--- config.mk ---
export PLATFORM = sky130hd
export DESIGN_NAME = nettlp_rx_top
export DESIGN_NICKNAME = d
export VERILOG_FILES = /design/src/source/nettlp_rx_pkg.sv /design/src/source/credit_fifo.sv /design/src/source/nettlp_rx_top.sv /design/src/source/tlp_stream_out.sv /design/src/source/udp_tunnel_decap.sv
export SDC_FILE = /design/constraint.sdc
export NUM_CORES = 1
export LEC_CHECK = 0
export BUFFER_PORTS_ARGS = -buffer_cell sky130_fd_sc_hd__buf_4
export CORE_MARGIN = 1.5
export CORE_UTILIZATION = 55
export DETAILED_ROUTE_END_ITERATION = 12
export PLACE_DENSITY = 0.72
export RECOVER_POWER = 50
export SLEW_MARGIN = 0
export SYNTH_ARGS = -nofsm -noshare
export SYNTH_HDL_FRONTEND = slang
export SYNTH_SLANG_ARGS = --single-unit
export TNS_END_PERCENT = 20
--- constraint.sdc ---
create_clock -name eth_clk -period 8.99 [get_ports eth_clk]
set_input_delay 0.899 -clock eth_clk [delete_from_list [all_inputs] [get_ports eth_clk]]
set_output_delay 0.899 -clock eth_clk [all_outputs]
set_load 0.05 [all_outputs]
--- src/source/nettlp_rx_pkg.sv ---
package nettlp_rx_pkg;

	// stream geometry
	localparam int data_w = 64;
	localparam int keep_w = 8;

	// receive buffer, one credit per entry
	localparam int fifo_depth = 16;
	localparam int ptr_w = 4;
	localparam int credit_w = 5;

	// buffer entry holds last, keep and data
	localparam int entry_w = data_w + keep_w + 1;

	// ethernet, ipv4, udp and tunnel header words ahead of the payload
	localparam int hdr_words = 6;

	// header field values the filter expects
	localparam logic [15:0] eth_p_ip = 16'h0800;
	localparam logic [7:0] ip_version_ihl = 8'h45;
	localparam logic [7:0] ip_proto_udp = 8'd17;

	// tunnel endpoints, network byte order
	localparam logic [31:0] local_ip = {8'd192, 8'd168, 8'd10, 8'd1};
	localparam logic [31:0] peer_ip = {8'd192, 8'd168, 8'd10, 8'd3};

	// both udp ports sit in the 0x3xxx range
	localparam logic [3:0] udp_port_nibble = 4'h3;

	// statistics counters
	localparam int cnt_w = 16;

endpackage

--- src/source/credit_fifo.sv ---
`default_nettype none
`timescale 1ns/1ps

module credit_fifo import nettlp_rx_pkg::*; (
	input wire eth_clk,
	input wire eth_rst,

	// write side, flow controlled by credits
	input wire push,
	input wire [data_w-1:0] push_data,
	input wire [keep_w-1:0] push_keep,
	input wire push_last,

	// read side
	input wire pop,
	output logic head_valid,
	output logic [data_w-1:0] head_data,
	output logic [keep_w-1:0] head_keep,
	output logic head_last,

	output logic credit_return
);

	logic [entry_w-1:0] mem [fifo_depth];
	logic [ptr_w-1:0] wr_ptr;
	logic [ptr_w-1:0] rd_ptr;
	logic [credit_w-1:0] occupancy;
	logic [entry_w-1:0] head_entry;

	// no full flag; the writer never pushes without a credit
	always_ff @(posedge eth_clk) begin
		if (push)
			mem[wr_ptr] <= {push_last, push_keep, push_data};
	end

	always_ff @(posedge eth_clk) begin
		if (eth_rst) begin
			wr_ptr <= '0;
			rd_ptr <= '0;
			occupancy <= '0;
			credit_return <= 1'b0;
		end else begin
			if (push)
				wr_ptr <= wr_ptr + 1'b1;
			if (pop)
				rd_ptr <= rd_ptr + 1'b1;
			occupancy <= occupancy + credit_w'(push) - credit_w'(pop);

			// one credit back per entry freed
			credit_return <= pop;
		end
	end

	// head is read straight from the array
	assign head_entry = mem[rd_ptr];
	assign head_valid = occupancy != '0;
	assign head_last = head_entry[entry_w-1];
	assign head_keep = head_entry[data_w +: keep_w];
	assign head_data = head_entry[data_w-1:0];

endmodule

`default_nettype wire

--- src/source/nettlp_rx_top.sv ---
`default_nettype none
`timescale 1ns/1ps

module nettlp_rx_top import nettlp_rx_pkg::*; (
	input wire eth_clk,
	input wire eth_rst,

	// tunnel frames from the mac
	input wire in_valid,
	input wire in_last,
	input wire [keep_w-1:0] in_keep,
	input wire [data_w-1:0] in_data,

	// decapsulated payload stream
	output logic out_valid,
	output logic [data_w-1:0] out_data,
	output logic [keep_w-1:0] out_keep,
	output logic out_last,
	output logic out_error,
	input wire out_ready,

	output logic [cnt_w-1:0] pkt_count,
	output logic [cnt_w-1:0] trunc_count,
	output logic [cnt_w-1:0] drop_count
);

	// decapsulator to buffer
	logic push;
	logic [data_w-1:0] push_data;
	logic [keep_w-1:0] push_keep;
	logic push_last;
	logic credit_return;

	// buffer to egress
	logic pop;
	logic head_valid;
	logic [data_w-1:0] head_data;
	logic [keep_w-1:0] head_keep;
	logic head_last;

	udp_tunnel_decap u_decap (
		.eth_clk(eth_clk),
		.eth_rst(eth_rst),
		.in_valid(in_valid),
		.in_last(in_last),
		.in_keep(in_keep),
		.in_data(in_data),
		.push(push),
		.push_data(push_data),
		.push_keep(push_keep),
		.push_last(push_last),
		.credit_return(credit_return),
		.drop_count(drop_count)
	);

	credit_fifo u_fifo (
		.eth_clk(eth_clk),
		.eth_rst(eth_rst),
		.push(push),
		.push_data(push_data),
		.push_keep(push_keep),
		.push_last(push_last),
		.pop(pop),
		.head_valid(head_valid),
		.head_data(head_data),
		.head_keep(head_keep),
		.head_last(head_last),
		.credit_return(credit_return)
	);

	tlp_stream_out u_egress (
		.eth_clk(eth_clk),
		.eth_rst(eth_rst),
		.head_valid(head_valid),
		.head_data(head_data),
		.head_keep(head_keep),
		.head_last(head_last),
		.pop(pop),
		.out_valid(out_valid),
		.out_data(out_data),
		.out_keep(out_keep),
		.out_last(out_last),
		.out_error(out_error),
		.out_ready(out_ready),
		.pkt_count(pkt_count),
		.trunc_count(trunc_count)
	);

endmodule

`default_nettype wire

--- src/source/tlp_stream_out.sv ---
`default_nettype none
`timescale 1ns/1ps

module tlp_stream_out import nettlp_rx_pkg::*; (
	input wire eth_clk,
	input wire eth_rst,

	// buffer head
	input wire head_valid,
	input wire [data_w-1:0] head_data,
	input wire [keep_w-1:0] head_keep,
	input wire head_last,
	output logic pop,

	// output stream
	output logic out_valid,
	output logic [data_w-1:0] out_data,
	output logic [keep_w-1:0] out_keep,
	output logic out_last,
	output logic out_error,
	input wire out_ready,

	output logic [cnt_w-1:0] pkt_count,
	output logic [cnt_w-1:0] trunc_count
);

	logic out_accept;
	logic head_is_term;

	// output register is free when empty or leaving this cycle
	assign pop = head_valid && (!out_valid || out_ready);
	assign out_accept = out_valid && out_ready;

	// last with no bytes enabled is the truncation marker
	assign head_is_term = head_last && head_keep == '0;

	always_ff @(posedge eth_clk) begin
		if (eth_rst) begin
			out_valid <= 1'b0;
		end else begin
			if (pop)
				out_valid <= 1'b1;
			else if (out_ready)
				out_valid <= 1'b0;
		end
	end

	always_ff @(posedge eth_clk) begin
		if (pop) begin
			out_data <= head_data;
			out_keep <= head_keep;
			out_last <= head_last;
			out_error <= head_is_term;
		end
	end

	// packets are counted as their last beat leaves
	always_ff @(posedge eth_clk) begin
		if (eth_rst) begin
			pkt_count <= '0;
			trunc_count <= '0;
		end else if (out_accept && out_last) begin
			if (out_error)
				trunc_count <= trunc_count + 1'b1;
			else
				pkt_count <= pkt_count + 1'b1;
		end
	end

endmodule

`default_nettype wire

--- src/source/udp_tunnel_decap.sv ---
`default_nettype none
`timescale 1ns/1ps

module udp_tunnel_decap import nettlp_rx_pkg::*; (
	input wire eth_clk,
	input wire eth_rst,

	// ethernet receive stream, no back-pressure
	input wire in_valid,
	input wire in_last,
	input wire [keep_w-1:0] in_keep,
	input wire [data_w-1:0] in_data,

	// buffer write side
	output logic push,
	output logic [data_w-1:0] push_data,
	output logic [keep_w-1:0] push_keep,
	output logic push_last,
	input wire credit_return,

	output logic [cnt_w-1:0] drop_count
);

	typedef enum logic [1:0] {
		st_hdr,
		st_payload,
		st_overflow,
		st_drain
	} state_t;

	state_t state;
	logic [2:0] hdr_cnt;
	logic [credit_w-1:0] credits;
	logic term_pending;

	// header words 1 to 4, checked one word later
	logic [data_w-1:0] hdr1_q;
	logic [data_w-1:0] hdr2_q;
	logic [data_w-1:0] hdr3_q;
	logic [data_w-1:0] hdr4_q;

	logic chk1;
	logic chk2;
	logic chk3;
	logic chk4;
	logic hdr_ok;

	logic credit_ok;
	logic word_push;
	logic term_push;
	logic word_lost;
	logic hdr_fail;

	// reverse the bytes of each 32-bit half in place
	function automatic logic [data_w-1:0] half_swap(input logic [data_w-1:0] w);
		logic [data_w-1:0] r;
		for (int i = 0; i < keep_w; i++) begin
			r[8*i +: 8] = w[8*((i & ~3) + 3 - (i & 3)) +: 8];
		end
		return r;
	endfunction

	// word 1: ethertype in bytes 12..13, version/ihl in byte 14
	assign chk1 = {hdr1_q[39:32], hdr1_q[47:40]} == eth_p_ip &&
		hdr1_q[55:48] == ip_version_ihl;

	// word 2: protocol in byte 23
	assign chk2 = hdr2_q[63:56] == ip_proto_udp;

	// word 3: source address in bytes 26..29
	assign chk3 = {hdr3_q[23:16], hdr3_q[31:24], hdr3_q[39:32], hdr3_q[47:40]} == peer_ip;

	// destination address straddles words 3 and 4, then the port high nibbles
	assign chk4 = {hdr3_q[55:48], hdr3_q[63:56], hdr4_q[7:0], hdr4_q[15:8]} == local_ip &&
		hdr4_q[23:20] == udp_port_nibble &&
		hdr4_q[39:36] == udp_port_nibble;

	always_comb begin
		case (hdr_cnt)
			3'd2: hdr_ok = chk1;
			3'd3: hdr_ok = chk2;
			3'd4: hdr_ok = chk3;
			3'd5: hdr_ok = chk4;
			default: hdr_ok = 1'b1;
		endcase
	end

	assign credit_ok = credits != '0;

	// a pending terminator goes ahead of any new payload
	assign word_push = state == st_payload && in_valid && credit_ok && !term_pending;
	assign word_lost = state == st_payload && in_valid && !(credit_ok && !term_pending);
	assign term_push = term_pending && credit_ok;
	assign hdr_fail = state == st_hdr && in_valid && !hdr_ok;

	always_ff @(posedge eth_clk) begin
		if (eth_rst) begin
			state <= st_hdr;
			hdr_cnt <= '0;
			credits <= credit_w'(fifo_depth);
			term_pending <= 1'b0;
			push <= 1'b0;
			drop_count <= '0;
		end else begin
			push <= word_push || term_push;
			credits <= credits + credit_w'(credit_return) - credit_w'(word_push || term_push);
			term_pending <= word_lost || (term_pending && !term_push);

			if (hdr_fail)
				drop_count <= drop_count + 1'b1;

			case (state)
				st_hdr: begin
					if (in_valid) begin
						if (!hdr_ok) begin
							hdr_cnt <= '0;
							if (!in_last)
								state <= st_drain;
						end else if (in_last) begin
							// runt frame, start over
							hdr_cnt <= '0;
						end else if (hdr_cnt == 3'(hdr_words - 1)) begin
							hdr_cnt <= '0;
							state <= st_payload;
						end else begin
							hdr_cnt <= hdr_cnt + 1'b1;
						end
					end
				end
				st_payload: begin
					if (in_valid) begin
						if (in_last)
							state <= st_hdr;
						else if (word_lost)
							state <= st_overflow;
					end
				end
				// rest of the frame is thrown away in both
				st_overflow, st_drain: begin
					if (in_valid && in_last)
						state <= st_hdr;
				end
				default: state <= st_hdr;
			endcase
		end
	end

	always_ff @(posedge eth_clk) begin
		if (state == st_hdr && in_valid) begin
			case (hdr_cnt)
				3'd1: hdr1_q <= in_data;
				3'd2: hdr2_q <= in_data;
				3'd3: hdr3_q <= in_data;
				3'd4: hdr4_q <= in_data;
				default: begin
				end
			endcase
		end

		if (word_push) begin
			push_data <= half_swap(in_data);
			push_keep <= in_keep;
			push_last <= in_last;
		end else if (term_push) begin
			// terminator marks a truncated frame
			push_data <= '0;
			push_keep <= '0;
			push_last <= 1'b1;
		end
	end

endmodule

`default_nettype wire

==> run_results.csv <==
group,metric,value,unit
routing,number_of_search_and_repair_iterations_in_the_first_detailed_routing_pass,5,
placed_design,dpl_cell_area,59000,um^2
global_routing,antenna_found_initial,6,
clock_network,tritoncts_clock_tree,"yes",
global_routing,grt_pass1_vias,27700,
worst_setup_path,timing.critical_path.required,9340,ps
routing,post_drt_via_cell_ratio,6.31,
pwr,cellPowerDensity,275,nW/um^2
clock_network,cts-htree-levels,4,
worst_hold_path,worst_hold_path.endpoint,"u_decap.hdr3_q[30]",
routing,route.vias.total,26500,
layout,final_design_area_no_fill,63400,um^2
routing,met3_routed_wirelength,11.5,mm
worst_setup_path,critPathSlowestCell,"and2_0",
clock_network,clk_root_buffer_cell,"clkbuf_16",
routing,residual_antenna_violating_net_count_after_detailed_routing,0,
pwr,finalPower,17400,uW
routing,final_wirelength,129,mm
layout,most_used_cells_in_the_layout_excluding_fill_and_tap_cells,"edfxtp_1, mux4_2, buf_4",
logic_synthesis,share_of_flip_flops_with_an_asynchronous_set_or_reset_after_synthesis,0,
placed_design,place_congestion,0.800,
routing,wl_per_cell,30.7,um
pwr,ir_worst_vdd,0.227,mV
worst_hold_path,worst_hold_path.num_cells,1,
outcome,failed_checks,"max-capacitance violations, max-slew violations",
sta,final-max-slew-violation-count,350,
sta,report.final.setup_viol,0,
routing,route.top_layer_used,"met5",
routing,m1WireLength,49.2,mm
global_routing,grt_util_all_layers,0.256,
worst_setup_path,timing.critical_path.slowest_cell_delay,3000,ps
layout,layout_commonest_cell,"edfxtp_1",
sta,grt_setup_unrepaired,"false",
logic_synthesis,ys.flop_type,"edfxtp_1",
worst_hold_path,hp-start,"in_data[30]",
layout,drive_gt1_frac,0.271,
global_routing,pin_count_of_the_biggest_net_entering_global_routing,150,
placed_design,detailed_place_hpwl,66.3,mm
floorplanning,std_cell_rows,116,
sta,timing_worst_slew_pin_value,4150,ps
logic_synthesis,post_synth_instance_area,55900,um^2
worst_setup_path,timing.reg2reg.setup_slack,3690,ps
clock_network,post_cts.repair.setup_buffers,0,
clock_network,tritoncts.num_buffers,147,
worst_hold_path,hp-class,"primary input to flip-flop",
clock_network,hold_buffers,0,
pwr,leakagePower,0.0204,uW
logic_synthesis,post_synth_inst_count,2463,
outcome,run_status,"complete, but fails checks",
global_routing,remaining_global_route_overflow,0,
clock_network,clkTransAtPathRegs,60,ps
worst_setup_path,crit_path_cell_trace,"nand2_1 -> nor2_1 -> and2_0 -> buf_4",
logic_synthesis,seq_area_frac_synth,0.790,
worst_setup_path,critical_path.max_fanout,38,
placed_design,numPortBuffers,199,
sta,slew_headroom,-1.77,
sta,report.final.hold_viol_count,0,
clock_network,tritoncts_num_sinks,1498,
layout,layout-area-overhead-vs-synth,13.3,%
placed_design,dpl_worst_slack,4770,ps
layout,num-fill-cells,6658,
worst_setup_path,timing.critical_path.to_type,"flip-flop",
sta,fmax,189,MHz
floorplanning,pin_count,200,
floorplanning,floorplan.die_area,104000,um^2
worst_setup_path,worst-endpoint-arrival,5650,ps
worst_setup_path,critical_path.reg2reg.endpoint,"u_fifo.mem[9][29]",
logic_synthesis,syn_nets,2563,
logic_synthesis,ys_types,52,
clock_network,cts_resized,0,
sta,fin_tns_setup,0,ps
clock_network,clockBufferDepth,3,
floorplanning,floorplan.core_area,100000,um^2
routing,detail_route.drc_violations,0,
worst_setup_path,reg2reg_depth,4,
routing,first_iter_violations,3233,
layout,fin_nets,2834,
sta,layout_min_cycle_time,5300,ps
logic_synthesis,synth-seq-cells,1498,
logic_synthesis,yosys_warnings,0,
sta,fin_crit_sh,0.589,
run,max_cap_violations,10,
floorplanning,die_width,322,um
sta,setup_ws,3690,ps
logic_synthesis,synth.avg_cell_area,22.7,um^2
worst_setup_path,critical_path.startpoint_type,"flip-flop",
floorplanning,fp.dieH,322,um
worst_setup_path,critical_path.reg2reg.startpoint,"u_decap.push",
routing,routed-wl-met2,65.7,mm
clock_network,clk_latency,750,ps
worst_setup_path,timing.setup.critical_path_class,"flip-flop to flip-flop",
floorplanning,initial_utilization,0.557,
logic_synthesis,synth_enable_flop_cells,1419,
global_routing,wire_length_of_the_first_global_routing_pass,188,mm
sta,fin_skew,23.1,ps
==> critical path: cells and delay by family (launching register included) <==
kind | cells | cell delay [ps]
buf+inv | 1 | 1030
flops | 1 | 540
simple gates | 3 | 3260
==> state kept, by name, summed over array words and instances, names as in the netlist, 5 cells and up, named ones only <==
register              flops
u_egress.out_data        64
u_egress.trunc_count     16
u_decap.drop_count       16
u_decap.push_data        64
u_decap.push_keep         8
u_fifo.occupancy          5
u_decap.hdr1_q           24
u_decap.hdr3_q           48
u_decap.hdr2_q            8
u_fifo.mem             1168
u_decap.hdr4_q           24
u_egress.pkt_count       16
u_decap.credits           5
u_egress.out_keep         8
==> cell usage after synthesis (all sizes together), types with 2 or more instances <==
master / number / share of area
a21o: 3 / 0.00040
a21oi: 25 / 0.0022
a22oi: 12 / 0.0016
a32oi: 2 / 0.00031
and2: 17 / 0.0019
and3: 82 / 0.0092
and3b: 2 / 0.00031
and4: 6 / 0.00094
and4b: 2 / 0.00036
buf: 53 / 0.0047
clkbuf: 66 / 0.0044
dfxtp: 79 / 0.028
edfxtp: 1419 / 0.76
fa: 2 / 0.00072
ha: 21 / 0.0047
inv: 21 / 0.0014
mux2: 5 / 0.0011
mux2i: 4 / 0.00072
mux4: 359 / 0.14
nand2: 36 / 0.0024
nand3: 15 / 0.0014
nand4: 16 / 0.0018
nor2: 67 / 0.0045
nor2b: 13 / 0.0015
nor3: 10 / 0.00098
nor3b: 4 / 0.00054
nor4: 12 / 0.0013
nor4b: 11 / 0.0017
nor4bb: 6 / 0.0011
o21ai: 14 / 0.0013
o31ai: 8 / 0.0011
or3: 12 / 0.0013
or4: 10 / 0.0013
xnor2: 14 / 0.0022
xor2: 24 / 0.0038
==> final cells by class <==
cell class / instances / area, um^2 / share of cell area
multi-input cells: 825 / 11200 / 0.177
diodes: 2 / 5.00 / 0.0000790
repair buffers: 241 / 1590 / 0.0251
well taps: 1357 / 1700 / 0.0268
inverters: 21 / 78.8 / 0.00124
flip-flops and latches: 1498 / 44200 / 0.698
clock inverters: 86 / 732 / 0.0116
clock buffers: 178 / 3860 / 0.0609
==> kinds of logic (layout without fill, tap and decap cells) <==
kind of cell             Yosys count  after routing  share of synthesized area
multiplexers                     368            368                      0.146
AND/OR/NAND/NOR                  327            327                     0.0335
AO/OA/AOI/OAI                     69             69                    0.00763
buffers and inverters            140            526                     0.0106
adder cells (fa/ha/maj)           23             23                    0.00542
XOR/XNOR                          38             38                    0.00595
other                              0              2                          0
flip-flops                      1498           1498                      0.790
==> routing by layer <==
| layer | vias to the layer above | GRT usage |
|---|---|---|
| li1 | 10900 | - |
| met3 | 182 | 0.0475 |
| met4 | 2 | 0.0702 |
| met1 | 14200 | 0.351 |
| met2 | 1319 | 0.425 |
| met5 | - | 0 |
==> report_power, final <==
part	internal, uW	switching (uW)	total [uW]	leakage (uW)
Sequential	7860	244	8110	0.0139
Clock	3370	2520	5890	0.00223
Combinational	1530	1870	3410	0.00428
==> through the flow <==
step	std cells	utilization	hold WS, ps
floorplan	2463	-	471
global placement	3942	0.588	480
detailed placement	3942	0.588	495
CTS	4206	0.633	302
global route	4207	0.631	348
finish	4208	0.631	367
==> how the worst max path moves through the flow <==
stage	from	slack (ps)	end
6_report	u_decap.push	3690	u_fifo.mem[9][29]
5_1_grt	u_decap.push	3660	u_fifo.mem[9][30]
4_1_cts	flip-flop	4790	u_egress.out_error
3_5_place_dp	flip-flop	4770	u_egress.out_error
3_3_place_gp	flip-flop	4940	u_egress.out_error
2_1_floorplan	u_decap.push	2260	u_fifo.mem[11][0]
No activity file was read; power rests on OpenSTA's default activity.
